--- src/rtl/rx_byte_fifo.sv ---
`timescale 1ns/1ps

module rx_byte_fifo #(
  parameter int ADDR_WIDTH = 4
) (
  input  logic       clk,
  input  logic       rst_n,
  input  logic       wr_valid,
  input  logic [7:0] wr_data,
  output logic       wr_ready,
  output logic       rd_valid,
  output logic [7:0] rd_data,
  input  logic       rd_ready
);

  logic [7:0]          mem [2**ADDR_WIDTH];
  // Extra MSB tells a full buffer from an empty one
  logic [ADDR_WIDTH:0] wr_ptr;
  logic [ADDR_WIDTH:0] rd_ptr;
  logic                full;
  logic                empty;

  assign empty = (wr_ptr == rd_ptr);
  assign full  = (wr_ptr[ADDR_WIDTH] != rd_ptr[ADDR_WIDTH]) &&
                 (wr_ptr[ADDR_WIDTH-1:0] == rd_ptr[ADDR_WIDTH-1:0]);

  assign wr_ready = !full;
  assign rd_valid = !empty;
  assign rd_data  = mem[rd_ptr[ADDR_WIDTH-1:0]];

  always_ff @(posedge clk) begin
    if (!rst_n) begin
      wr_ptr <= '0;
      rd_ptr <= '0;
    end else begin
      if (wr_valid && wr_ready) begin
        wr_ptr <= wr_ptr + 1'b1;
      end
      if (rd_valid && rd_ready) begin
        rd_ptr <= rd_ptr + 1'b1;
      end
    end
  end

  always_ff @(posedge clk) begin
    if (wr_valid && wr_ready) begin
      mem[wr_ptr[ADDR_WIDTH-1:0]] <= wr_data;
    end
  end

  // Occupancy never grows past the buffer depth
  a_no_overflow: assert property (@(posedge clk) disable iff (!rst_n)
    (ADDR_WIDTH+1)'(wr_ptr - rd_ptr) <= (ADDR_WIDTH+1)'(2**ADDR_WIDTH));

endmodule

--- config.mk ---
export PLATFORM = sky130hd
export DESIGN_NAME = rx_byte_fifo
export DESIGN_NICKNAME = d
export VERILOG_FILES = /design/src/rtl/rx_byte_fifo.sv
export SDC_FILE = /design/constraint.sdc
export NUM_CORES = 1
export LEC_CHECK = 0
export BUFFER_PORTS_ARGS = -buffer_cell sky130_fd_sc_hd__buf_2
export CORE_AREA = 2 2 186 133
export DETAILED_ROUTE_END_ITERATION = 12
export DIE_AREA = 0 0 188 135
export PLACE_DENSITY = 0.5
export SYNTH_ARGS = -nofsm -noshare
export SYNTH_HDL_FRONTEND = slang
export SYNTH_SLANG_ARGS = --single-unit
--- constraint.sdc ---
create_clock -name clk -period 3.39 [get_ports clk]
set_input_delay 0.678 -clock clk [delete_from_list [all_inputs] [get_ports clk]]
set_output_delay 0.678 -clock clk [all_outputs]
set_load 0.005 [all_outputs]
==> run metrics, run 1 <==
hold path start wr_ptr[4]; TritonCTS Buffers 17; Mapped Cells 285; Synth cell types 32; Synth Area in XOR/XNOR 0.008994; crit-path cells buf_12 > mux4_1 > mux4_2 > buf_2; Final Hold Viols 0; Crit. End Element output port; drc violations 0; Yosys top cell area share 0.6578; Clock Skew 0.006296 ns; global-route wire length before repair 19.08 mm; hold worst-path end wr_ptr[4]; asr flop ratio synth 0; sequential area share after synthesis 0.7058; postcts setup bufs 0; Critical Path Max Stage Delay 0.65 ns; Die Wd 188 um; Ys Warns 0; Pwr per Cell Area 612.7 mW/mm^2; Final GP Congestion 0.7120; worst slew pin tran 0.7707 ns; drt total wl 12.43 mm; minimum clock period 2.964 ns; mapped cell area 0.005843 mm^2; maximum capacitance violations 0; critical path startpoint category flop; Post-DP HPWL 7.759 mm; Routed wire per std cell 19.22 um; Yosys reg bits 142; router iterations before antenna repair 4; global route total overflow 0; Clock Latency Late Sink 0.41 ns; fraction of layout cells with a size suffix above 1 0.2294; Post-Synth Simple-Gate Area 0.05225; Worst Path Arrival 2.29 ns; die area 0.02538 mm^2; hold-critical path depth 2; dominant synthesized flop cell edfxtp_1; Starting Density 0.2490; Synth area leader edfxtp_1; outcome completed; pre-CTS WS 0.8390 ns; Static Leakage 0.002265 uW; fraction of the mapped netlist area in adder cells 0.01071; CP Max Fanout 32; final core utilization 0.2923; Post-Syn Nets 302; Layout Cells excl Fill 647; R2R cell count 4; mux cell area share after synthesis 0.1833; worst min-delay path class reg -> reg; kind of critical path reg -> out; die height 135 um; CTS root buffer clkbuf_16; Slew Viols, Final 0; syn avg cell area 20.50 um^2; RR Startpoint wr_ptr[2]; initial antenna violation count 2; H-Tree Depth 4; Placed Cells 613; clock-pin slew on the worst setup and hold paths 0.06 ns; RSZ-0062 raised after global routing false; clock tree buffer depth 2; CTS tree done; peak supply drop 0.0003415 V; post_cts resized 0; main combinational cell family by area after synthesis multiplexers; Worst path slowest cell mux4_1; Syn-to-layout area delta 17.39%; GRT Util Overall 0.1067; number of DRC markers in iteration 0 257; PnR worst setup slack 0.4264 ns; TritonCTS Sinks 142; Hold Buf Count CTS 0; Post-synth EDFFs 128; I/O pins 22; nets@finish 331; vias per cell 4.318; relative slew slack 0.4855; Core Region 0.02346 mm^2; highest clock rate 0.3374 GHz; routed vias 2794; final setup fails 0; Std-Cell Rows 47; IO buf count 21; FF-to-FF End mem[9][7]; setup slack, reg-to-reg 0.93 ns; vias in the first global route 3012; setup TNS 0 ns; remaining antenna violation count 0; CP Data Required Time 2.71 ns; Synth Area in Compound Gates 0.01670; period utilisation layout 0.8742; largest net degree at the start of global routing 33; top cells by area, synth edfxtp_1 66%, mux4_1 11%, mux4_2 6.2%
==> per-stage QoR <==
stage	cell area, um^2	hold WS, ns	power, uW
after detailed placement	6282	0.5008	2470
after CTS	6854	0.5159	4249
final	6859	0.5182	4202
after global placement	6282	0.4942	2458
after global routing	6854	0.5383	4375
after floorplan	5843	0.4785	2340
==> critical path, delay by kind of cell (launching register included) <==
kind | cells | cell delay, ns
buffers and inverters | 2 | 0.39
multiplexers | 2 | 1.13
flip-flops | 1 | 0.34
==> per-layer routing <==
metal  part of all wire  GRT usage
met4              0.014    0.04068
met3              0.041    0.03560
met2               0.47     0.1673
met5                  0          0
met1               0.48     0.1375
==> synthesized netlist by cell type (all sizes together), types with 4 or more instances <==
| library cell | number |
|---|---|
| inv | 6 |
| mux4 | 40 |
| dfxtp | 14 |
| mux2i | 8 |
| buf | 10 |
| o211ai | 4 |
| edfxtp | 128 |
| clkbuf | 5 |
| and4b | 4 |
| nand3 | 9 |
| ha | 5 |
| nand2 | 13 |
| xor2 | 5 |
| and3 | 11 |
| a21oi | 4 |
| nand4 | 5 |
==> flip-flops by register name, indices dropped and copies added, names as in the netlist, named ones only <==
name,count
mem,128
wr_ptr,5
rd_ptr,5
==> cells by family (layout without fill, tap and decap cells) <==
| family | count (synthesis) | count (layout) |
|---|---|---|
| AOI/OAI and AO/OA | 12 | 12 |
| xor gates and xnor gates | 6 | 6 |
| adders and majority gates | 5 | 5 |
| buffers and inverters | 21 | 63 |
| DFF | 142 | 142 |
| muxes | 48 | 48 |
| other | 0 | 2 |
| and+or+nand+nor | 51 | 51 |
==> cell type report <==
| cell class | count | area, um^2 |
|---|---|---|
| antenna | 2 | 5.005 |
| clock buffer | 17 | 425.4 |
| clock inverter | 15 | 146.4 |
| fill | 2266 | 16600 |
| inverter | 6 | 22.52 |
| multi-input combinational | 122 | 1589 |
| sequential | 142 | 4125 |
| tap | 318 | 397.9 |
| timing repair buffer | 25 | 147.6 |
==> report_power, final <==
part           switching, uW  leakage [uW]  internal (uW)
logic                    232      0.000717            234
registers               19.8       0.00127           1940
clock network            701      0.000278           1080
==> worst max path at each step <==
| stage | start | to | slack (ns) | cells past startpoint |
|---|---|---|---|---|
| 2_1_floorplan | flop | rd_data[0] | 1.15 | 4 |
| 3_3_place_gp | flop | rd_data[3] | 0.85 | 4 |
| 3_5_place_dp | flop | rd_data[3] | 0.84 | 4 |
| 4_1_cts | flop | rd_data[3] | 0.39 | 4 |
| 5_1_grt | flop | rd_data[3] | 0.35 | 4 |
| 6_report | flop | rd_data[3] | 0.43 | 4 |
==> cell usage in the layout (no fill, tap or decap), types with 6 or more instances in the layout <==
cell type    n
edfxtp_1   128
mux4_1      24
buf_2       21
clkbuf_16   17
mux4_2      16
nand2_1     13
dfxtp_1     13
and3_1      11
nand3_1      9
mux2i_1      8
inv_1        6
Power figures use the tool's default switching activity.
==> run 2: changes to the inputs <==
- PLACE_DENSITY: 0.5 -> 0.51
- clock period: 3.39 -> 2.7 ns (I/O delays scaled with it)
==> run metrics, run 2 (same netlist as run 1, synthesis figures left out) <==
Largest register FFs 128 (unchanged); Filler Cell Count 2276 (+0.44%); Pwr per Cell Area 813.7 mW/mm^2 (+33%); Std-Cell Rows 47 (unchanged); postcts setup bufs 0 (unchanged); PnR worst setup slack -0.1314 ns (-0.5577 ns); setup slack, reg-to-reg 0.21 ns (-0.72 ns); IO buf count 21 (unchanged); Post-DP HPWL 7.650 mm (-1.4%); FF-to-FF End mem[7][1]; global route total overflow 0 (unchanged); Die Wd 188 um (unchanged); Syn-to-layout area delta 19.79%; commonest non-fill, non-tap cell in the layout edfxtp_1; CTS tree done; initial antenna violation count 0 (-2); routed vias 2833 (+1.4%); Final GP Congestion 0.7057 (-0.88%); I/O pins 22 (unchanged); Layout Cells excl Fill 650 (+0.46%); number of DRC markers in iteration 0 197 (-23%); router iterations before antenna repair 4 (unchanged); clock tree buffer depth 2 (unchanged); CP Max Fanout 8 (-75%); Worst Path Arrival 2.29 ns (about the same); vias in the first global route 2837 (-5.8%); Hold Buf Count CTS 0 (unchanged); Clock Skew 0.006466 ns (+0.0001700 ns); Static Leakage 0.002303 uW (+1.7%); maximum capacitance violations 0 (unchanged); Slew Viols, Final 0 (unchanged); most frequent cells in the layout 128 x edfxtp_1, 29 x mux4_2, 20 x buf_2, 18 x clkbuf_16; H-Tree Depth 4 (unchanged); pre-CTS WS 0.1609 ns (-0.6781 ns); Worst Hold Slack 0.5105 ns (-0.007698 ns); vias per cell 4.358 (+0.93%); design area 0.006999 mm^2 (+2.0%); largest net degree at the start of global routing 33 (unchanged); TritonCTS Buffers 17 (unchanged); drc violations 0 (unchanged); kind of critical path reg -> out; RR Startpoint wr_ptr[3]; Starting Density 0.2490 (unchanged); fraction of layout cells with a size suffix above 1 0.2831 (+0.05377); die area 0.02538 mm^2 (unchanged); peak supply drop 0.0004432 V (+30%); remaining antenna violation count 0 (unchanged); failing checks negative setup slack; Core Region 0.02346 mm^2 (unchanged); hold-critical path depth 1 (-1); drt total wl 12.86 mm (+3.4%); Routed wire per std cell 19.78 um (+2.9%); clock-pin slew on the worst setup and hold paths 0.06 ns (about the same); RSZ-0062 raised after global routing true; die height 135 um (unchanged); period utilisation layout 1.049; Crit. End Element output port; worst min-delay path class in -> reg; minimum clock period 2.831 ns; relative slew slack 0.5503 (+0.06479); critical path startpoint category flop; hold path start wr_data[6]; TritonCTS Sinks 142 (unchanged); Area after DPL 0.006317 mm^2 (+0.56%); R2R cell count 4 (unchanged); final setup fails 8 (+8); Clock Latency Late Sink 0.41 ns (about the same); highest clock rate 0.3532 GHz; hold worst-path end mem[13][6]; CP Data Required Time 2.16 ns (-0.55 ns); global-route wire length before repair 19.06 mm (-0.11%); outcome complete, but fails checks; nets@finish 337 (+1.8%); Placed Cells 616 (+0.49%); Final Hold Viols 0 (unchanged); ant diodes 0 (-2); GRT Util Overall 0.1055 (-0.001206); worst slew pin tran 0.6741 ns (-0.09664 ns); CTS root buffer clkbuf_16
==> run 2: cell types whose count changed in the layout (fill, tap and decap cells not counted), sizes merged <==
| cell | previous run | this run |
|---|---|---|
| clkinv | 10 | 3 |
| buf | 25 | 30 |
| bufinv | 2 | 5 |
| clkbuf | 17 | 19 |
| diode | 2 | 0 |
| clkinvlp | 2 | 3 |
| inv | 7 | 8 |
==> run 2: report_power, final <==
group	internal, uW	leakage (uW)	switching (uW)
combinational	368	0.000729	325
sequential	2440	0.00127	41.4
clock	1640	0.000303	886
total	4440	0.00230	1250
==> run 2: worst max-delay path: stages, from the launching register on <==
cell and delay, ns:
dfxtp_4 0.46, clkbuf_16 0.22, mux4_2 0.54, mux4_2 0.51
buf_2 0.15
==> run 2: worst max path at each step <==
stage,slack (ns),endpoint,depth (start not counted)
floorplan,0.60,rd_data[0],4
global placement,0.22,mem[7][3],4
detailed placement,0.16,mem[7][3],4
CTS,-0.15,rd_data[5],4
global route,-0.18,rd_data[5],4
finish,-0.13,rd_data[6],4
==> run 2: timing repair <==
| item | 4_1_cts | 5_1_grt |
|---|---|---|
| gates resized for setup | 7 | 10 |
| cloned | 2 | 1 |
| endpoints found under the setup margin | 8 | 8 |
| endpoints found under the hold margin | 0 | 0 |
==> run 2: layer usage <==
layer | global-route usage | share of wire | vias up
li1 | - | - | 1261
met1 | 0.1422 | 0.45 | 1482
met2 | 0.1648 | 0.48 | 82
met3 | 0.03067 | 0.069 | 8
met4 | 0.03281 | 0.0074 | 0
met5 | 0 | 0 | -
==> run 2: cell type report <==
class,instances,area (um^2),area share
multi-input combinational,122,1540,0.2201
inverter,6,22.52,0.003218
timing repair buffer,31,269.0,0.03843
tap,318,397.9,0.05685
clock inverter,13,212.7,0.03039
clock buffer,18,429.2,0.06132
sequential,142,4128,0.5897
==> run 2: per-stage QoR <==
| stage | power [uW] | utilization | setup TNS (ns) |
|---|---|---|---|
| finish | 5695 | 0.2983 | -0.8166 |
| global route | 5896 | 0.2983 | -1.309 |
| CTS | 5717 | 0.2984 | -1.139 |
| detailed placement | 3120 | 0.2692 | 0 |
| global placement | 3106 | 0.2692 | 0 |
| floorplan | 2938 | - | 0 |
