`src/rtl/soc_mem_pkg.sv`:
```
package soc_mem_pkg;

  // Data path widths
  localparam int XLEN = 32;
  localparam int STRB_W = 4;

  // Data memory and I/O decode
  localparam int DMEM_DEPTH = 1024;
  localparam int DMEM_AW = 10;
  localparam int IO_SEL_BIT = 31;

  // Debug bridge
  localparam int RX_FIFO_AW = 4;
  localparam logic [7:0] DBG_ACK = 8'hA5;

  // Opcode byte that starts every debug command
  typedef enum logic [7:0] {
    CMD_HALT    = 8'h01,
    CMD_RESUME  = 8'h02,
    CMD_RESET   = 8'h03,
    CMD_RELEASE = 8'h04,
    CMD_WRITE   = 8'h10,
    CMD_READ    = 8'h11
  } dbg_cmd_e;

  typedef enum logic [2:0] {
    ST_CMD,
    ST_ADDR,
    ST_DATA,
    ST_ACCESS,
    ST_WAIT_RD,
    ST_TX
  } dbg_state_e;

  // One data-port request, read and write side together
  typedef struct packed {
    logic              ren;
    logic [XLEN-1:0]   raddr;
    logic              wen;
    logic [XLEN-1:0]   waddr;
    logic [XLEN-1:0]   wdata;
    logic [STRB_W-1:0] wstrb;
  } dmem_req_t;

endpackage

```
`src/rtl/dmem_router.sv`:
```
`timescale 1ns/1ps

module dmem_router (
  input  logic                   clk,
  input  logic                   rst_n,
  input  soc_mem_pkg::dmem_req_t cpu_req,
  input  soc_mem_pkg::dmem_req_t dbg_req,
  input  logic                   halt,
  output logic                   cpu_stall,
  output soc_mem_pkg::dmem_req_t mem_req,
  input  logic [31:0]            mem_rdata,
  output soc_mem_pkg::dmem_req_t io_req,
  input  logic [31:0]            io_rdata,
  output logic [31:0]            rdata
);

  soc_mem_pkg::dmem_req_t sel;
  logic                   dbg_act;
  logic                   io_rd;
  logic                   io_wr;
  logic                   io_sel_q;

  assign dbg_act   = dbg_req.ren || dbg_req.wen;
  assign cpu_stall = halt || dbg_act;

  // Debug wins; a stalled CPU access is dropped and repeated by the core
  always_comb begin
    sel = cpu_req;
    if (dbg_act) begin
      sel = dbg_req;
    end else if (halt) begin
      sel.ren = 1'b0;
      sel.wen = 1'b0;
    end
  end

  assign io_rd = sel.raddr[soc_mem_pkg::IO_SEL_BIT];
  assign io_wr = sel.waddr[soc_mem_pkg::IO_SEL_BIT];

  always_comb begin
    mem_req     = sel;
    mem_req.ren = sel.ren && !io_rd;
    mem_req.wen = sel.wen && !io_wr;
    io_req      = sel;
    io_req.ren  = sel.ren && io_rd;
    io_req.wen  = sel.wen && io_wr;
  end

  // Remembers where the last read went, so it holds between reads
  always_ff @(posedge clk) begin
    if (!rst_n) begin
      io_sel_q <= 1'b0;
    end else if (sel.ren) begin
      io_sel_q <= io_rd;
    end
  end

  assign rdata = io_sel_q ? io_rdata : mem_rdata;

  a_one_write_target: assert property (@(posedge clk) disable iff (!rst_n)
    !(mem_req.wen && io_req.wen));

endmodule

```
`config.mk`:
```
export PLATFORM = sky130hd
export DESIGN_NAME = dmem_router
export DESIGN_NICKNAME = d
export VERILOG_FILES = /design/src/rtl/soc_mem_pkg.sv /design/src/rtl/dmem_router.sv
export SDC_FILE = /design/constraint.sdc
export NUM_CORES = 1
export LEC_CHECK = 0
export BUFFER_PORTS_ARGS = -buffer_cell sky130_fd_sc_hd__buf_2
export CAP_MARGIN = 20
export CELL_PAD_IN_SITES_DETAIL_PLACEMENT = 1
export CELL_PAD_IN_SITES_GLOBAL_PLACEMENT = 1
export CORE_AREA = 2 2 196 198
export DETAILED_ROUTE_END_ITERATION = 12
export DIE_AREA = 0 0 198 200
export PLACE_DENSITY = 0.56
export SLEW_MARGIN = 30
export SYNTH_ARGS = -nofsm -noshare
export SYNTH_HDL_FRONTEND = slang
export SYNTH_SLANG_ARGS = --single-unit
export TNS_END_PERCENT = 50
```
`constraint.sdc`:
```
create_clock -name clk -period 2.1 [get_ports clk]
set_input_delay 0.21 -clock clk [delete_from_list [all_inputs] [get_ports clk]]
set_output_delay 0.21 -clock clk [all_outputs]
set_load 0.03 [all_outputs]
```
==> results.tsv, run 1 <==
stage	metric	value	unit
run_status	status	completed	
placed_design	place_ws	0.342	ns
power_and_ir_drop	max-vdd-ir-drop	189	uV
routing	vias	3448	
timing	holdWs	0.563	ns
logic_synthesis	yosysTopAreaCell	buf_4	
final_layout	top_regs	io_sel_q x1	
timing	hold_violations	0	
timing	period_minus_slack	1.74	ns
timing	rsz0062_at_grt	false	
setup_path	crit_type	in2out	
timing	fmax	0.575	GHz
routing	ant_nets	0	
routing	wl_per_cell	12.2	um
final_layout	fin_util	13.1	%
setup_path	cp_max_fo	34	
global_route	overflow	0	
global_route	antenna_found_initial	2	
setup_path	slowest_delay	0.41	ns
logic_synthesis	synth-async-reset-ratio	0	%
clock_network	cts-resized-gates	0	
die	coreArea	37400	um2
run	cap_violations	0	
logic_synthesis	seq_area_frac_synth	0.612	%
setup_path	required	1.89	ns
clock_network	clkTransAtPathRegs	0	ns
setup_path	cp_slowest_cell	mux2_2	
logic_synthesis	synth_most_common_cell	buf_4	
clock_network	clock_latency	0	ns
die	initial_core_util	8.74	%
placed_design	portBuffers	507	
die	die_x	198	um
timing	worst_pin_slew	0.326	ns
logic_synthesis	synth_area	3270	um2
setup_path	arrival	1.53	ns
routing	firstDrtPassIters	4	
global_route	grt_max_degree	48	
timing	setup_slack	0.362	ns
hold_path	hold_path.class	in2reg	
logic_synthesis	yosysWarnings	0	
global_route	grt_pass1_vias	3233	
final_layout	largest_reg_flops	1	
timing	fin_crit_sh	82.8	%
logic_synthesis	synthTopCellsByCount	209 x buf_4, 122 x mux2_2, 10 x mux2_4, 4 x nor2_1, 3 x buf_2	
routing	drt-vias-per-instance	2.94	
logic_synthesis	syn_area_per_cell	8.96	um2
die	die_h	200	um
routing	drtIter0Drc	47	
final_layout	nets	936	
placed_design	gp_congestion	0.744	
setup_path	r2r_slack	1.11	ns
final_layout	regMostFlops	io_sel_q	
die	rows	71	
routing	totalWireLength	14300	um
logic_synthesis	synth-seq-cells	1	
global_route	grt_pass1_wl	18000	um
final_layout	drive_above_1_share	97.6	%
timing	max_slew_margin	78.2	%
logic_synthesis	synth_cells	365	
die	num_io_pins	508	
die	floorplan.die_area	39600	um2
timing	clock-skew-final	0	ns
logic_synthesis	synth_cell_type_count	18	
final_layout	n_antenna_cell	0	
logic_synthesis	synth_ff_type	dfxtp_1	
placed_design	dpl.hpwl	13500	um
setup_path	start_kind	primary input	
power_and_ir_drop	static-leakage-power	2.62	nW
clock_network	cts_setup_buffers	0	
setup_path	path_cells	buf_2 -> nor2_8 -> buf_12 -> buf_12 -> mux2_2 -> buf_2	
routing	drc	0	
timing	setup_viol	0	
timing	slew_viol_final	0	
setup_path	end_kind	primary output	
timing	final.setup.tns	0	ns
clock_network	hold_buffers	0	
final_layout	area_growth_syn_to_layout	50.2	%
logic_synthesis	yosys.area.top_type_share	48.0	%
logic_synthesis	synth.area.top_cells	buf_4 48%, mux2_2 42%, mux2_4 4.6%	
global_route	track_usage	5.85	%
power_and_ir_drop	p_per_area	367	nW/um2
logic_synthesis	synth.net_count	636	
logic_synthesis	synth-edff-count	0	
-- per-layer routing --
metal | GRT usage [%] | wire, um
met1 | 6.28 | 4890
met4 | 0.111 | 60
met5 | 0 | 0
met2 | 12.8 | 8210
met3 | 0.420 | 1130
-- where the power goes --
part	switching, mW	internal [mW]	total (mW)
Sequential	0.000749	0.0210	0.0218
Combinational	1.14	0.643	1.78
Clock	0	0	0
Total	1.14	0.664	1.80
-- per-stage QoR --
step / instances / area [um2] / power [mW]
after floorplan: 365 / 3270 / 1.57
after global routing: 1174 / 4910 / 1.90
final: 1174 / 4910 / 1.80
after global placement: 1174 / 4910 / 1.80
after detailed placement: 1174 / 4910 / 1.82
after CTS: 1174 / 4910 / 1.82
-- logic make-up (layout without fill, tap and decap cells) --
family | Yosys count | in the layout | synth area share [%]
compound gates | 5 | 5 | 1.03
simple gates | 10 | 10 | 1.91
mux | 132 | 132 | 46.6
buf+inv | 217 | 515 | 49.8
flops | 1 | 1 | 0.612
-- worst paths after layout --
check                             start                    end  cells past startpoint
setup / recovery            dbg_req[68]             io_req[50]                      6
hold reg to reg   io_sel_q$_SDFFE_PN0P_  io_sel_q$_SDFFE_PN0P_                      3
hold / removal                    rst_n  io_sel_q$_SDFFE_PN0P_                      3
setup reg to reg  io_sel_q$_SDFFE_PN0P_  io_sel_q$_SDFFE_PN0P_                      3
-- worst max-delay path: cells and delay by family --
kind,cells,cell delay [ns]
buffers and inverters,4,0.72
muxes,1,0.41
and+or+nand+nor,1,0.15
-- cells in the final DEF (no fill, tap or decap) --
cell type / netlist / final
mux2_2: 122 / 122
nor2_1: 4 / 4
o21ai_0: 2 / 2
buf_2: 3 / 507
nor2_8: 1 / 1
o21a_1: 2 / 2
buf_4: 209 / 4
inv_1: 1 / 1
nand3_1: 2 / 2
buf_12: 0 / 3
nand2_1: 1 / 1
mux2_4: 10 / 10
o31a_1: 1 / 1
or3_1: 1 / 1
nor3b_1: 1 / 1
dfxtp_1: 1 / 1
-- final cells by class --
type	count	area, um2
Fill cell	4606	32500
Sequential cell	1	20.0
Timing Repair Buffer	514	2630
Tap cell	511	639
Inverter	1	3.75
Multi-Input combinational cell	147	1620
No activity file was read; power rests on OpenSTA's default activity.
==> inputs of run 2 (changes only) <==
Settings changed: ABC_AREA from default to 1, PLACE_DENSITY 0.56 to 0.61.
Clock period 2.1 ns to 1.8 ns, I/O delays scaled along.
==> run 2 against run 1 <==
  * Critical endpoint is now mem_req[101]
  * Sequential cell count unchanged
  * Via count grew 40%
  * First-iteration DRC count up 110%
  * Largest power group unchanged
==> results.tsv, run 2 <==
stage	metric	value	unit
logic_synthesis	yosys.area.top_type_share	43.1	%
routing	ant_nets	0	
timing	rsz0062_at_grt	false	
power_and_ir_drop	pwr-share-clk	0	%
final_layout	drive_above_1_share	56.1	%
die	coreArea	37400	um2
logic_synthesis	synth_cell_type_count	19	
die	floorplan.die_area	39600	um2
logic_synthesis	synth_cells	657	
setup_path	required	1.62	ns
power_and_ir_drop	p_int	670	uW
die	die_h	200	um
routing	drt-vias-per-instance	3.33	
timing	clock-skew-final	0	ns
setup_path	path_common_cell	nand2_1	
setup_path	cp_slowest_cell	buf_4	
global_route	grt_pass1_wl	25000	um
power_and_ir_drop	max-vdd-ir-drop	126	uV
timing	fin_crit_sh	86.4	%
logic_synthesis	syn_area_per_cell	5.32	um2
hold_path	hold_path.class	in2reg	
routing	wl_per_cell	13.1	um
clock_network	clock_latency	0	ns
clock_network	cts_setup_buffers	0	
setup_path	critPathBufInv	3	
setup_path	arrival	1.38	ns
final_layout	largest_reg_flops	1	
timing	max_slew_margin	75.5	%
setup_path	startpoint	dbg_req[101]	
power_and_ir_drop	static-leakage-power	3.11	nW
run_status	status	completed	
logic_synthesis	synth.area.top_cells	buf_4 43%, nand2_1 32%, o21ai_0 14%	
final_layout	regMostFlops	io_sel_q	
die	die_x	198	um
timing	hold_violations	0	
logic_synthesis	synth_area	3500	um2
logic_synthesis	synth_ff_type	dfxtp_1	
global_route	track_usage	8.02	%
final_layout	nets	1207	
routing	totalWireLength	18900	um
routing	firstDrtPassIters	4	
final_layout	top_regs	io_sel_q x1	
logic_synthesis	synth-async-reset-ratio	0	%
clock_network	clkTransAtPathRegs	0	ns
power_and_ir_drop	p_comb_share	98.9	%
timing	period_minus_slack	1.56	ns
final_layout	layout_commonest_cell	buf_2	
die	num_io_pins	508	
setup_path	slowest_delay	0.24	ns
timing	setup_viol	0	
routing	vias	4825	
setup_path	rr_startpoint	io_sel_q$_SDFFE_PN0P_	
logic_synthesis	synth-edff-count	0	
die	initial_core_util	9.35	%
logic_synthesis	synth.net_count	928	
setup_path	critical-path-top-delay-family	buffers and inverters	
routing	drc	0	
placed_design	place_ws	0.233	ns
hold_path	hold_start	rst_n	
timing	slew_viol_final	0	
final_layout	area_growth_syn_to_layout	44.3	%
clock_network	cts-resized-gates	0	
setup_path	path_cells	buf_4 -> nor2_4 -> buf_12 -> nand2_1 -> nand2_1 -> nor2_2 -> buf_2	
global_route	antenna_found_initial	2	
logic_synthesis	yosysTopAreaCell	buf_4	
timing	worst_pin_slew	0.367	ns
setup_path	end_kind	primary output	
logic_synthesis	synth-seq-cells	1	
routing	drtIter0Drc	100	
logic_synthesis	synth_most_common_cell	nand2_1	
setup_path	start_kind	primary input	
die	rows	71	
logic_synthesis	yosysWarnings	0	
logic_synthesis	synthTopCellsByCount	300 x nand2_1, 201 x buf_4, 98 x o21ai_0, 14 x clkbuf_1, 13 x buf_2	
power_and_ir_drop	p_per_area	440	nW/um2
clock_network	hold_buffers	0	
placed_design	gp_congestion	0.842	
global_route	grt_pass1_vias	4509	
placed_design	dpl.hpwl	16700	um
placed_design	portBuffers	507	
global_route	overflow	0	
power_and_ir_drop	seq_power_share	1.1	%
timing	setup_slack	0.245	ns
setup_path	crit_type	in2out	
final_layout	layout_common_cells	505 x buf_2, 300 x nand2_1, 98 x o21ai_0, 8 x buf_4, 6 x inv_1	
logic_synthesis	seq_area_frac_synth	0.572	%
setup_path	cp_max_fo	46	
timing	fmax	0.643	GHz
global_route	grt_max_degree	67	
power_and_ir_drop	p_sw	1.55	mW
run	cap_violations	0	
timing	final.setup.tns	0	ns
power_and_ir_drop	switching_share	69.9	%
==> run 2: cell count changes in the layout (fill, tap and decap cells not counted), sizes merged, moves of 2 or more <==
cell | previous run | this run
a21oi | 0 | 2
o21ai | 2 | 100
inv | 1 | 7
nand2 | 1 | 301
mux2 | 132 | 0
buf | 514 | 517
diode | 0 | 2
o21a | 2 | 0
==> run 2: tightest hold or removal path, delay by kind of cell <==
family / cells / cell delay [ns]
buffers and inverters: 1 / 0.09
AND/OR/NAND/NOR: 2 / 0.11
==> run 2: cells by family (layout without fill, tap and decap cells) <==
kind of cell           count (synthesis)  after routing  share of synthesized area [%]
AND/OR/NAND/NOR                      306            306                           33.3
buffers and inverters                247            524                           51.1
flip-flops                             1              1                          0.572
other                                  0              2                              0
AO/OA/AOI/OAI                        103            103                           15.0
==> run 2: worst paths after layout <==
| check | to | slack (ns) | cells after the start |
|---|---|---|---|
| hold / removal | io_sel_q$_SDFFE_PN0P_ | 0.44 | 3 |
| hold reg to reg | io_sel_q$_SDFFE_PN0P_ | 0.94 | 5 |
| setup reg to reg | io_sel_q$_SDFFE_PN0P_ | 0.74 | 5 |
| setup / recovery | mem_req[101] | 0.24 | 7 |
==> run 2: metal layers <==
| metal | vias to the layer above | track usage [%] | wire [um] |
|---|---|---|---|
| li1 | 2389 | - | - |
| met1 | 2143 | 8.73 | 6990 |
| met2 | 273 | 16.5 | 10100 |
| met3 | 18 | 0.840 | 1350 |
| met4 | 2 | 1.73 | 425 |
| met5 | - | 0 | 13 |
==> run 2: power by group through the flow <==
| stage | logic, mW | registers, mW | clock network, mW |
|---|---|---|---|
| global route | 2.35 | 0.0255 | 0 |
| CTS | 2.22 | 0.0254 | 0 |
| global placement | 2.20 | 0.0253 | 0 |
| finish | 2.20 | 0.0254 | 0.000000149 |
| detailed placement | 2.22 | 0.0254 | 0 |
| floorplan | 1.87 | 0.0248 | 0 |
==> run 2: metrics by stage <==
step | std cells | hold WS, ns | instance area [um2] | power [mW] | util [%]
after floorplan | 657 | 0.306 | 3500 | 1.90 | -
after global placement | 1445 | 0.462 | 5040 | 2.23 | 13.5
after detailed placement | 1445 | 0.444 | 5040 | 2.24 | 13.5
after CTS | 1445 | 0.445 | 5040 | 2.25 | 13.5
after global routing | 1445 | 0.460 | 5040 | 2.38 | 13.5
final | 1447 | 0.438 | 5050 | 2.22 | 13.5
==> run 2: layout make-up <==
class	count	area (um2)
repair buffers	517	2670
well taps	511	639
inverters	7	26.3
multi-input cells	409	1690
diodes	2	5.00
flip-flops and latches	1	20.0
fillers	4904	32400
==> inputs of run 3 (changes only) <==
==> constraint.sdc (replaced) <==
create_clock -name clk -period 1.8 [get_ports clk]
set_input_delay 0.09 -clock clk [delete_from_list [all_inputs] [get_ports clk]]
set_output_delay 0.09 -clock clk [all_outputs]
set_load 0.03 [all_outputs]
==> run 3 against run 2 <==
  * Sequential share of layout area is essentially flat
  * Register-to-register slack improved by 0.22 ns
  * Utilization grew 0.054 points
  * Via count is 0.81% higher
  * Clock skew is the same
  * Sequential cell count is the same
==> results.tsv, run 3 (same netlist as run 2, synthesis figures left out) <==
stage	metric	value	unit
run_status	status	completed	
die	die_h	200	um
clock_network	clock_latency	0	ns
final_layout	fin_util	13.6	%
setup_path	start_kind	primary input	
timing	fin_crit_sh	72.0	%
routing	vias	4864	
clock_network	clkTransAtPathRegs	0	ns
die	floorplan.die_area	39600	um2
placed_design	dpl.hpwl	16700	um
timing	worst_pin_slew	0.354	ns
timing	rsz0062_at_grt	false	
final_layout	regMostFlops	io_sel_q	
power_and_ir_drop	max-vdd-ir-drop	127	uV
routing	drt-vias-per-instance	3.36	
global_route	grt_max_degree	61	
routing	drtIter0Drc	164	
placed_design	portBuffers	507	
global_route	track_usage	7.99	%
setup_path	path_cells	buf_4 -> nor2_4 -> buf_12 -> nand2_1 -> nand2_1 -> nor2_2 -> buf_2	
timing	period_minus_slack	1.30	ns
final_layout	layout_common_cells	505 x buf_2, 300 x nand2_1, 98 x o21ai_0, 8 x buf_4, 6 x inv_1	
routing	wl_per_cell	13.2	um
placed_design	gp_congestion	0.881	
run	cap_violations	0	
setup_path	end_kind	primary output	
timing	final.setup.tns	0	ns
routing	firstDrtPassIters	4	
timing	setup_slack	0.504	ns
die	die_x	198	um
global_route	antenna_found_initial	3	
setup_path	cp_max_fo	46	
timing	slew_viol_final	0	
routing	drc	0	
final_layout	area_growth_syn_to_layout	44.9	%
timing	clock-skew-final	0	ns
placed_design	place_ws	0.470	ns
global_route	grt_pass1_wl	24800	um
setup_path	required	1.71	ns
global_route	grt_pass1_vias	4445	
final_layout	nets	1208	
die	num_io_pins	508	
setup_path	r2r_slack	0.96	ns
timing	hold_violations	0	
routing	totalWireLength	19000	um
setup_path	critical-path-top-delay-family	buffers and inverters	
global_route	overflow	0	
die	rows	71	
timing	max_slew_margin	76.1	%
clock_network	cts_setup_buffers	0	
final_layout	drive_above_1_share	56.1	%
hold_path	hold_path.class	in2reg	
die	initial_core_util	9.35	%
clock_network	hold_buffers	0	
setup_path	path_common_cell	nand2_1	
setup_path	cp_slowest_cell	buf_12	
power_and_ir_drop	static-leakage-power	3.12	nW
placed_design	dp_cells	1446	
die	coreArea	37400	um2
final_layout	layout_commonest_cell	buf_2	
routing	ant_nets	0	
final_layout	top_regs	io_sel_q x1	
final_layout	final_cells	1448	
timing	fmax	0.771	GHz
final_layout	largest_reg_flops	1	
setup_path	slowest_delay	0.22	ns
setup_path	critPathBufInv	3	
timing	setup_viol	0	
power_and_ir_drop	p_per_area	441	nW/um2
clock_network	cts-resized-gates	0	
setup_path	arrival	1.21	ns
setup_path	crit_type	in2out	
==> run 3: changes by cell type in the layout (fill, tap and decap cells not counted), sizes merged <==
cell and change:
buf +1
==> run 3: tightest hold or removal path, stage by stage <==
cell     delay, ns
buf_2         0.10
nand2_1       0.07
nor2_1        0.05
==> run 3: final cells by class <==
| class | instances | area [um2] |
|---|---|---|
| Antenna cell | 2 | 5.00 |
| Fill cell | 4901 | 32300 |
| Inverter | 7 | 26.3 |
| Multi-Input combinational cell | 409 | 1690 |
| Sequential cell | 1 | 20.0 |
| Tap cell | 511 | 639 |
| Timing Repair Buffer | 518 | 2690 |
==> run 3: through the flow <==
step / power, mW / hold slack (ns) / instance area, um2
after detailed placement: 2.25 / 0.357 / 5060
after floorplan: 1.90 / 0.216 / 3500
after CTS: 2.26 / 0.358 / 5060
final: 2.23 / 0.356 / 5070
after global routing: 2.38 / 0.385 / 5070
after global placement: 2.24 / 0.356 / 5060
==> run 3: routing by layer <==
| layer | vias to the layer above | GRT usage [%] | part of all wire (%) |
|---|---|---|---|
| met5 | - | 0 | 0 |
| met4 | 0 | 2.23 | 2.4 |
| met3 | 16 | 0.655 | 7.0 |
| met2 | 267 | 15.8 | 53 |
| met1 | 2193 | 9.11 | 38 |
| li1 | 2388 | - | - |
==> run 3: report_power, final <==
group	switching (mW)	leakage, nW	internal (mW)	total, mW
Combinational	1.56	3.11	0.653	2.21
Sequential	0.00171	0.00832	0.0245	0.0262
Clock	0	0.0000127	0.000000149	0.000000149
Total	1.56	3.12	0.677	2.23
==> run 3: path summary, 6_finish.rpt <==
path	cells after the start	from	to
worst max register to register	4	io_sel_q$_SDFFE_PN0P_	io_sel_q$_SDFFE_PN0P_
worst min-delay path	3	rst_n	io_sel_q$_SDFFE_PN0P_
worst max-delay path	7	dbg_req[68]	mem_req[101]
worst min register to register	4	io_sel_q$_SDFFE_PN0P_	io_sel_q$_SDFFE_PN0P_
