<file path="config.mk">
export PLATFORM = sky130hd
export DESIGN_NAME = dbg_bridge
export DESIGN_NICKNAME = d
export VERILOG_FILES = /design/src/rtl/soc_mem_pkg.sv /design/src/rtl/dbg_bridge.sv
export SDC_FILE = /design/constraint.sdc
export NUM_CORES = 1
export LEC_CHECK = 0
export BUFFER_PORTS_ARGS = -buffer_cell sky130_fd_sc_hd__buf_2
export CAP_MARGIN = 5
export CORE_UTILIZATION = 28
export CTS_BUF_LIST = sky130_fd_sc_hd__clkbuf_16
export DETAILED_ROUTE_END_ITERATION = 10
export GPL_TIMING_DRIVEN = 0
export SLEW_MARGIN = 30
export SYNTH_ARGS = -nofsm -noshare
export SYNTH_HDL_FRONTEND = slang
export SYNTH_SLANG_ARGS = --single-unit
</file>
<file path="constraint.sdc">
create_clock -name clk -period 4.1 [get_ports clk]
set_input_delay 0 -clock clk [delete_from_list [all_inputs] [get_ports clk]]
set_output_delay 0 -clock clk [all_outputs]
set_load 0.005 [all_outputs]
</file>
<file path="src/rtl/soc_mem_pkg.sv">
package soc_mem_pkg;

  // Data path widths
  localparam int XLEN = 32;
  localparam int STRB_W = 4;

  // Data memory and I/O decode
  localparam int DMEM_DEPTH = 1024;
  localparam int DMEM_AW = 10;
  localparam int IO_SEL_BIT = 31;

  // Debug bridge
  localparam int RX_FIFO_AW = 4;
  localparam logic [7:0] DBG_ACK = 8'hA5;

  // Opcode byte that starts every debug command
  typedef enum logic [7:0] {
    CMD_HALT    = 8'h01,
    CMD_RESUME  = 8'h02,
    CMD_RESET   = 8'h03,
    CMD_RELEASE = 8'h04,
    CMD_WRITE   = 8'h10,
    CMD_READ    = 8'h11
  } dbg_cmd_e;

  typedef enum logic [2:0] {
    ST_CMD,
    ST_ADDR,
    ST_DATA,
    ST_ACCESS,
    ST_WAIT_RD,
    ST_TX
  } dbg_state_e;

  // One data-port request, read and write side together
  typedef struct packed {
    logic              ren;
    logic [XLEN-1:0]   raddr;
    logic              wen;
    logic [XLEN-1:0]   waddr;
    logic [XLEN-1:0]   wdata;
    logic [STRB_W-1:0] wstrb;
  } dmem_req_t;

endpackage

</file>
<file path="src/rtl/dbg_bridge.sv">
`timescale 1ns/1ps

module dbg_bridge (
  input  logic                   clk,
  input  logic                   rst_n,
  input  logic                   rx_valid,
  input  logic [7:0]             rx_data,
  output logic                   rx_ready,
  output logic                   tx_valid,
  output logic [7:0]             tx_data,
  input  logic                   tx_ready,
  output soc_mem_pkg::dmem_req_t dbg_req,
  input  logic [31:0]            rdata,
  output logic                   halt,
  output logic                   core_rst
);

  soc_mem_pkg::dbg_state_e state;
  soc_mem_pkg::dbg_cmd_e   cmd;
  logic [1:0]              byte_cnt;
  logic [1:0]              tx_cnt;
  logic [31:0]             addr;
  logic [31:0]             wdata;
  logic [31:0]             tx_shift;
  logic                    rx_fire;
  logic                    tx_fire;
  logic                    ack_cmd;
  logic                    is_write;

  assign rx_ready = (state == soc_mem_pkg::ST_CMD) || (state == soc_mem_pkg::ST_ADDR) ||
                    (state == soc_mem_pkg::ST_DATA);
  assign rx_fire  = rx_valid && rx_ready;
  assign tx_valid = (state == soc_mem_pkg::ST_TX);
  assign tx_data  = tx_shift[7:0];
  assign tx_fire  = tx_valid && tx_ready;
  assign is_write = (cmd == soc_mem_pkg::CMD_WRITE);

  // Control opcodes answer right away with a single ack
  assign ack_cmd = rx_data inside {soc_mem_pkg::CMD_HALT, soc_mem_pkg::CMD_RESUME,
                                   soc_mem_pkg::CMD_RESET, soc_mem_pkg::CMD_RELEASE};

  // Access strobes live for the single ST_ACCESS cycle
  always_comb begin
    dbg_req       = '0;
    dbg_req.raddr = addr;
    dbg_req.waddr = addr;
    dbg_req.wdata = wdata;
    dbg_req.wstrb = '1;
    if (state == soc_mem_pkg::ST_ACCESS) begin
      dbg_req.wen = is_write;
      dbg_req.ren = !is_write;
    end
  end

  always_ff @(posedge clk) begin
    if (!rst_n) begin
      state    <= soc_mem_pkg::ST_CMD;
      cmd      <= soc_mem_pkg::CMD_HALT;
      byte_cnt <= '0;
      tx_cnt   <= '0;
      halt     <= 1'b0;
      core_rst <= 1'b0;
    end else begin
      case (state)
        soc_mem_pkg::ST_CMD: begin
          if (rx_fire) begin
            cmd      <= soc_mem_pkg::dbg_cmd_e'(rx_data);
            byte_cnt <= '0;
            tx_cnt   <= '0;
            case (rx_data)
              soc_mem_pkg::CMD_HALT:    halt <= 1'b1;
              soc_mem_pkg::CMD_RESUME:  halt <= 1'b0;
              soc_mem_pkg::CMD_RESET:   core_rst <= 1'b1;
              soc_mem_pkg::CMD_RELEASE: core_rst <= 1'b0;
              default: ;
            endcase
            if (ack_cmd) begin
              state <= soc_mem_pkg::ST_TX;
            end else if ((rx_data == soc_mem_pkg::CMD_WRITE) ||
                         (rx_data == soc_mem_pkg::CMD_READ)) begin
              state <= soc_mem_pkg::ST_ADDR;
            end
            // Unknown opcodes are dropped here
          end
        end
        soc_mem_pkg::ST_ADDR: begin
          if (rx_fire) begin
            byte_cnt <= byte_cnt + 1'b1;
            if (byte_cnt == 2'd3) begin
              state <= is_write ? soc_mem_pkg::ST_DATA : soc_mem_pkg::ST_ACCESS;
            end
          end
        end
        soc_mem_pkg::ST_DATA: begin
          if (rx_fire) begin
            byte_cnt <= byte_cnt + 1'b1;
            if (byte_cnt == 2'd3) begin
              state <= soc_mem_pkg::ST_ACCESS;
            end
          end
        end
        soc_mem_pkg::ST_ACCESS: begin
          tx_cnt <= '0;
          state  <= is_write ? soc_mem_pkg::ST_TX : soc_mem_pkg::ST_WAIT_RD;
        end
        soc_mem_pkg::ST_WAIT_RD: begin
          // Four reply bytes for a read
          tx_cnt <= 2'd3;
          state  <= soc_mem_pkg::ST_TX;
        end
        soc_mem_pkg::ST_TX: begin
          if (tx_fire) begin
            tx_cnt <= tx_cnt - 1'b1;
            if (tx_cnt == 2'd0) begin
              state <= soc_mem_pkg::ST_CMD;
            end
          end
        end
        default: state <= soc_mem_pkg::ST_CMD;
      endcase
    end
  end

  // Address, write data and reply shift register, LSB first
  always_ff @(posedge clk) begin
    if (rx_fire && (state == soc_mem_pkg::ST_ADDR)) begin
      addr <= {rx_data, addr[31:8]};
    end
    if (rx_fire && (state == soc_mem_pkg::ST_DATA)) begin
      wdata <= {rx_data, wdata[31:8]};
    end
    if ((rx_fire && (state == soc_mem_pkg::ST_CMD) && ack_cmd) ||
        ((state == soc_mem_pkg::ST_ACCESS) && is_write)) begin
      tx_shift <= {24'h0, soc_mem_pkg::DBG_ACK};
    end else if (state == soc_mem_pkg::ST_WAIT_RD) begin
      tx_shift <= rdata;
    end else if (tx_fire) begin
      tx_shift <= {8'h0, tx_shift[31:8]};
    end
  end

  a_tx_stable: assert property (@(posedge clk) disable iff (!rst_n)
    tx_valid && !tx_ready |=> tx_valid && $stable(tx_data));

endmodule

</file>
==> flow_summary.toml, run 1 <==
[run_status]
status = "finished clean"

[placement]
dp_slack_ps = 1870
gp_congestion = 0.777
dp.cells = 775
hpwl_microns = 8460
port_buffers = 153

[sta]
slew_headroom_pct = 59.1
timing.final.crit_period_ps = 2210
hold_viol = 0
worst_slack_ps = 1890
setup_viol = 0
tightest_slew_ps = 612
skew_ps = 5.59
drv_slew = 0
max_freq_mhz = 453
rsz0062_at_grt = "false"
fin_tns_setup_ps = 0
post-route-period-util_pct = 53.8

[floorplanning]
rows = 46
io_pins = 158
coreArea_sq_um = 15800
start_util_pct = 28.6
die_area_sq_um = 16700
die_h_microns = 129
die_w_microns = 129

[finish]
regArea_sq_um = 2900
drive_gt1_share_pct = 37.5
instances_no_fill = 848
final_core_util_pct = 42.1
nets = 666
multi_input_area_sq_um = 1220
syn_to_final_growth_pct = 47.1
antenna_cells = 0
fillers = 1469

[synthesis]
yosysSeqAreaShare_pct = 64.1
synth.avg_cell_area_sq_um = 11.3
synth_cell_types = 42
synthCells = 401
yosysMostFrequentCell = "nand2_1"
synth.area.top_cells = "edfxtp_1 (42%), dfxtp_1 (22%), buf_4 (7.3%), nand2_1 (5.6%), a311oi_1 (3.9%)"
yosys.area.top_type_share_pct = 42.4
synth_warnings = 0
ys.flop_type = "edfxtp_1"
netlist_area_sq_um = 4530
yosys-top-cells-count = "nand2_1 (67), edfxtp_1 (64), dfxtp_1 (49)"
synth_edf_count = 64
synth-async-reset-ratio_pct = 0
yosysTopAreaCell = "edfxtp_1"
yosys_register_bits = 113

[critical_path]
crit_top_cell = "buf_2"
worstPathArrival_ps = 2470
critPathMaxStageDelay_ps = 510
end_kind = "flop"
path_max_fanout = 10
worstPathCellList = "or4b_1 -> buf_2 -> or3_4 -> o21bai_2 -> buf_2 -> a311oi_1"
cp.required_ps = 4360
worstSetupPathType = "reg -> reg"
cpMaxStageDelayCell = "or4b_1"
startpoint_type = "flop"

[clocking]
cts_tree = "built"
clock_latency_ps = 400
cts_made_buffers = 17
cts_htree_levels = 4
path_clk_slew_ps = 60
clock-root-buffer = "clkbuf_16"
clockBufferDepth = 2
cts_sinks = 113

[drt]
via_per_inst = 4.44
antenna_left = 0
drcViolationCount = 0
wl_per_cell_microns = 13.8
firstDrtPassIters = 4
vias = 3763
finalWirelength_microns = 11700
drtIter0Drc = 187

[grt]
antenna_found_initial = 1
grt_pass1_vias = 3469
grt_max_degree = 21
grt_usage_pct = 14.0
grt_pass1_wl_microns = 17500
overflow = 0

[worst_hold_path]
hold_path.class = "in -> reg"

[run]
maxCapViolations = 0

[power_and_ir_drop]
cellPowerDensity_nw_per_um2 = 477
leakage_nw = 2.82
finalPower_mw = 3.18
peakVddDrop_v = 0.000265
[area by class of cell]
class / instances / share of cell area [%]
buffer: 64 / 6.16
multi-input combinational: 221 / 18.4
timing repair buffer: 197 / 18.6
clock inverter: 14 / 2.48
sequential: 113 / 43.6
clock buffer: 17 / 6.38
inverter: 6 / 0.338
tap: 216 / 4.06
[worst max-delay path, delay by kind of cell, from the launching register on]
kind,cells,cell delay (ps)
and+or+nand+nor,2,920
DFF,1,360
buffers and inverters,2,480
AOI/OAI and AO/OA,2,300
[layer usage]
metal  vias up  track usage, %  routed length [microns]
met5         -               0                        0
met4         0            6.30                      203
met3        16            4.50                      809
met2       154            24.9                     5850
met1      1765            15.1                     4840
li1       1828               -                        -
[registers in the layout, indices dropped and copies added (netlist names)]
register  count
cmd           8
tx_shift     32
tx_cnt        2
halt          1
addr         32
core_rst      1
state         3
wdata        32
byte_cnt      2
[worst paths after layout]
check           start           end  slack [ps]  depth (start not counted)
max reg2reg  state[0]  tx_shift[12]        1890                          6
max          state[0]  tx_shift[12]        1890                          6
min reg2reg  wdata[8]      wdata[0]         440                          0
min          tx_ready      state[0]         120                          4
[timing repair]
| action | CTS | global route |
|---|---|---|
| gates resized for setup | 0 | 0 |
| hold buffers | 42 | 0 |
| setup buffers | 0 | 0 |
| endpoints found under the hold margin | 63 | 0 |
[cell usage in the layout, fill, tap and decap left out, drive strengths merged, types with 3 or more instances in the layout]
| cell type | count |
|---|---|
| nand2b | 9 |
| o21bai | 5 |
| o21ai | 7 |
| nand2 | 67 |
| a311oi | 20 |
| dlygate4sd3 | 42 |
| a21oi | 18 |
| and3 | 8 |
| dfxtp | 49 |
| inv | 8 |
| conb | 4 |
| nor2 | 37 |
| clkbuf | 33 |
| nor3 | 4 |
| buf | 203 |
| a22oi | 9 |
| clkinv | 7 |
| edfxtp | 64 |
| bufinv | 3 |
[where the power goes]
group / switching [mW] / total (mW) / internal [mW]
clock network: 0.509 / 1.46 / 0.949
registers: 0.0682 / 1.38 / 1.31
logic: 0.143 / 0.343 / 0.200
[cells by family (layout without fill, tap and decap cells)]
logic type      after synthesis  after routing  share of synthesized area, %
buf+inv                      70            298                          9.56
simple gates                144            144                          14.7
compound gates               69             69                          10.6
fa+ha+maj                     2              2                         0.552
xor+xnor                      1              1                         0.193
flops                       113            113                          64.1
mux                           1              1                         0.221
other cells                   1              4                        0.0828
[through the flow]
stage | area (sq um) | hold WS (ps)
2_1_floorplan | 4540 | 71.8
3_3_place_gp | 5580 | 228
3_5_place_dp | 5650 | 227
4_1_cts | 6660 | 98.4
5_1_grt | 6660 | 121
6_report | 6660 | 119
Power figures use the tool's default switching activity.
==> inputs of run 2 (changes only) <==
- clock period: 4.1 -> 1.9 ns (I/O delays scaled with it)
==> run 2 against run 1 <==
Largest cell class unchanged; via count grew 1.5%; clock skew grew 3.4 ps; critical path type unchanged; critical path depth decreased by 2; global-route usage is 0.83 points higher; the flow now finishes with violations (negative setup slack); maximum frequency rose by 12%; critical endpoint is now halt.
==> flow_summary.toml, run 2 (same netlist as run 1, synthesis figures left out) <==
[power_and_ir_drop]
finalPower_mw = 7.03
leakage_nw = 2.94
peakVddDrop_v = 0.000664
cellPowerDensity_nw_per_um2 = 1010

[grt]
use_met2_pct = 25.6
grt_pass1_wl_microns = 18400
overflow = 0
use_met1_pct = 16.6
antenna_found_initial = 1
grt_max_degree = 17
grt.busiest_layer = "met2"
grt_use_met3_pct = 5.16
grt_pass1_vias = 3584
grt_usage_pct = 14.8

[critical_path]
startpoint_type = "flop"
cp.required_ps = 2230
critPathMaxStageDelay_ps = 550
critPathBufInv = 0
worstPathCellList = "or4b_4 -> or3_4 -> or4b_1 -> a31oi_1"
crit_family = "simple AND/OR/NAND/NOR gates"
cpMaxStageDelayCell = "or4b_4"
end_kind = "flop"
worstPathArrival_ps = 2300
path_max_fanout = 4
r2r_start = "state[0]"
cp-startpoint = "state[0]"
worstSetupPathType = "reg -> reg"

[run_status]
status = "complete, but fails checks"
violations = "negative setup slack"

[placement]
port_buffers = 153
hpwl_microns = 8280
dp.cells = 773
placed_area_sq_um = 5600
gp_congestion = 0.800

[clocking]
cts_sinks = 113
clock-root-buffer = "clkbuf_16"
path_clk_slew_ps = 60
cts_tree = "built"
cts_htree_levels = 4
clock_latency_ps = 410
clockBufferDepth = 2
cts_made_buffers = 17

[floorplanning]
io_pins = 158
coreArea_sq_um = 15800
die_w_microns = 129
die_area_sq_um = 16700
rows = 46
start_util_pct = 28.6
die_h_microns = 129

[drt]
firstDrtPassIters = 4
drcViolationCount = 0
vias = 3818
finalWirelength_microns = 12400
drtIter0Drc = 132
antenna_left = 0
via_per_inst = 4.44
wl_per_cell_microns = 14.4

[finish]
reg_top3 = "addr (32), tx_shift (32), wdata (32)"
syn_to_final_growth_pct = 53.1
drive_gt1_share_pct = 42.9
final_cell_area_sq_um = 6940
nets = 677
final_common_cell = "buf_2"
antenna_cells = 0
instances_no_fill = 860
final_cell_mix = "buf_2 (153), nand2_1 (67), edfxtp_1 (64), buf_4 (50), dfxtp_1 (47)"

[sta]
rsz0062_at_grt = "true"
hold_viol = 0
setup_viol = 1
post-route-period-util_pct = 104
fin_tns_setup_ps = -66.7
worst_slack_ps = -66.7
skew_ps = 9.02
drv_slew = 0
max_freq_mhz = 508
tightest_slew_ps = 803
slew_headroom_pct = 46.5
timing.final.crit_period_ps = 1970

[worst_hold_path]
min_from = "rx_valid"
hold_path.class = "in -> reg"

[run]
maxCapViolations = 0
## run 2: cell count changes in the layout (fill, tap and decap cells not counted), sizes merged
| cell | delta |
|---|---|
| buf | +11 |
| clkbuf | -1 |
| clkinvlp | -1 |
| dlygate4sd3 | -1 |
| inv | +2 |
| nor2 | +2 |
## run 2: path summary, 6_finish.rpt
path          endpoint  slack, ps  cells after the start
max               halt        -70                      4
min           state[1]        110                      4
max reg2reg       halt        -70                      4
min reg2reg  wdata[18]        440                      0
## run 2: layout make-up
cell class / instances / area [sq um]
buffer: 62 / 442
clock inverter: 15 / 181
fill: 1475 / 8890
clock buffer: 17 / 425
timing repair buffer: 208 / 1350
tap: 216 / 270
multi-input combinational: 223 / 1330
inverter: 6 / 22.5
sequential: 113 / 2910
## run 2: per-layer routing
layer	wire [microns]	vias up
met1	5200	1812
met4	165	2
met3	789	15
met2	6180	139
met5	17	-
li1	-	1850
## run 2: metrics by stage
| stage | utilization [%] | hold WS [ps] | worst slack [ps] |
|---|---|---|---|
| final | 43.8 | 108 | -66.7 |
| after global routing | 43.8 | 148 | -129 |
| after CTS | 42.9 | 72.7 | -154 |
| after detailed placement | 35.4 | 238 | -337 |
| after global placement | 35.4 | 234 | -395 |
| after floorplan | - | 71.8 | -114 |
## run 2: power breakdown
| group | internal (mW) | switching (mW) |
|---|---|---|
| clock | 2.07 | 1.16 |
| combinational | 0.483 | 0.334 |
| sequential | 2.83 | 0.147 |
## run 2: what timing repair did
item	CTS	global route
pin swaps	5	5
gates resized for setup	23	27
endpoints found under the setup margin	99	65
cloned	4	1
hold endpoints to repair	63	0
setup buffers	7	4
hold buffers	41	0
## run 2: worst min-delay path, delay by kind of cell
family	cells	cell delay [ps]
compound gates	1	80
buf+inv	1	120
simple gates	2	260
==> inputs of run 3 (changes only) <==
- ABC_AREA: not set -> 1
==> run 3 against run 2 <==
Register-to-register slack better by 230 ps; largest cell class unchanged; highest routed layer is now met4; clock power is 6.8% lower; area after synthesis grew 0.66%; the flow now finishes without violations; critical path type unchanged; core utilization down 1.9 points.
==> flow_summary.toml, run 3 <==
[critical_path]
end_kind = "flop"
cp.required_ps = 2010
reg2reg_depth = 4
r2r_setup_slack_ps = 160
worstPathArrival_ps = 1850
startpoint_type = "flop"
path_max_fanout = 17
worstSetupPathType = "reg -> reg"

[sta]
post-route-period-util_pct = 91.6
setup_viol = 0
timing.final.crit_period_ps = 1740
slew_headroom_pct = 62.4
tightest_slew_ps = 563
skew_ps = 8.84
max_freq_mhz = 574
drv_slew = 0
hold_viol = 0
rsz0062_at_grt = "false"

[placement]
gp_congestion = 0.827
hpwl_microns = 8050
placed_area_sq_um = 5650
dp.cells = 799
port_buffers = 153

[clocking]
cts_made_buffers = 17
clockBufferDepth = 2
path_clk_slew_ps = 50
clock-root-buffer = "clkbuf_16"
cts_tree = "built"
cts_sinks = 113
cts_htree_levels = 4
clock_latency_ps = 410
post_cts_buffers = 0

[drt]
vias = 3890
via_per_inst = 4.45
wl_per_cell_microns = 13.3
drtIter0Drc = 412
drcViolationCount = 0
finalWirelength_microns = 11600
firstDrtPassIters = 6
antenna_left = 0

[floorplanning]
rows = 46
die_area_sq_um = 16800
io_pins = 158
die_w_microns = 130
coreArea_sq_um = 15900
start_util_pct = 28.7
die_h_microns = 130

[synthesis]
synth-async-reset-ratio_pct = 0
synthCells = 426
synth_cell_types = 25
yosys.area.top_type_share_pct = 42.2
yosysTopAreaCell = "edfxtp_1"
synth.area.top_cells = "edfxtp_1 (42%), dfxtp_1 (22%), buf_4 (7.7%), nand2_1 (4.7%), a21oi_1 (4.2%)"
ys.flop_type = "edfxtp_1"
netlist_area_sq_um = 4560
synth_top_family_by_area = "simple AND/OR/NAND/NOR gates"
yosysMostFrequentCell = "edfxtp_1"
synth_xor_area_share_pct = 0
yosys_register_bits = 113
yosysSeqAreaShare_pct = 63.7
synth-compound-area-share_pct = 10.2
synth.avg_cell_area_sq_um = 10.7
synth_edf_count = 64
synth_warnings = 0
yosys.area_share.simple_pct = 13.7
yosys-top-cells-count = "edfxtp_1 (64), nand2_1 (57), dfxtp_1 (49)"
synth_adder_area_share_pct = 0.549
muxShareOfSynthArea_pct = 0

[worst_hold_path]
worstHoldPathCells = 5
hold_path.class = "in -> reg"

[finish]
final_cell_mix = "buf_2 (161), edfxtp_1 (64), nand2_1 (57), dfxtp_1 (49), buf_4 (47)"
regArea_sq_um = 2900
drive_gt1_share_pct = 38.9
final_common_cell = "buf_2"
final_core_util_pct = 41.9
multi_input_area_sq_um = 1150
instances_no_fill = 874
reg_top3 = "addr (32), tx_shift (32), wdata (32)"
final_cell_area_sq_um = 6650
syn_to_final_growth_pct = 45.9
fillers = 1499
antenna_cells = 0
nets = 691

[run_status]
status = "finished clean"

[grt]
grt_pass1_vias = 3604
grt_pass1_wl_microns = 17700
antenna_found_initial = 0
overflow = 0
grt_usage_pct = 13.9
grt_max_degree = 18

[run]
maxCapViolations = 0

[power_and_ir_drop]
peakVddDrop_v = 0.000652
leakage_nw = 2.95
cellPowerDensity_nw_per_um2 = 1350
==> run 3: worst max-delay path, stage by stage, from the launching register on <==
cell	delay, ps
dfxtp_1	370
inv_2	160
nand3_1	200
nor2_4	480
buf_16	220
==> run 3: area by class of cell <==
| cell class | count | share of cell area [%] |
|---|---|---|
| timing repair buffer | 196 | 18.2 |
| tap | 216 | 4.06 |
| buffer | 60 | 6.41 |
| inverter | 30 | 1.69 |
| clock buffer | 17 | 6.40 |
| multi-input combinational | 227 | 17.4 |
| clock inverter | 15 | 2.18 |
| sequential | 113 | 43.6 |
==> run 3: path summary, 6_finish.rpt <==
path | from | end
worst min-delay path | tx_ready | tx_shift[4]
worst max-delay path | state[2] | addr[12]
worst min register to register | wdata[27] | wdata[19]
worst max register to register | state[2] | addr[12]
==> run 3: power by group <==
part	switching (mW)	internal, mW	leakage (nW)
sequential	0.311	3.22	0.988
clock	1.10	1.91	0.272
combinational	1.35	1.06	1.69
==> run 3: layer usage <==
metal	GRT usage, %	part of all wire (%)
met1	16.2	42
met2	22.9	49
met3	4.54	6.3
met4	6.84	2.6
met5	0	0
==> run 3: stage by stage <==
step / hold slack [ps] / setup TNS, ps / power (mW) / setup slack, ps
finish: 82.7 / 0 / 8.95 / 159
global route: 111 / 0 / 9.50 / 4.67
CTS: 57.1 / 0 / 9.00 / 137
detailed placement: 233 / -1430 / 5.86 / -47.2
global placement: 229 / -17360 / 5.73 / -544
floorplan: 98.9 / 0 / 5.10 / 21.5
==> run 3: logic make-up after synthesis <==
group,count (synthesis)
flops,113
buf+inv,90
simple gates,142
compound gates,78
other cells,1
fa+ha+maj,2
==> run 3: timing repair <==
action | CTS | global route
hold endpoints to repair | 59 | 0
hold buffers | 42 | 0
gates resized for setup | 1 | 0
setup endpoints to repair | 32 | 0
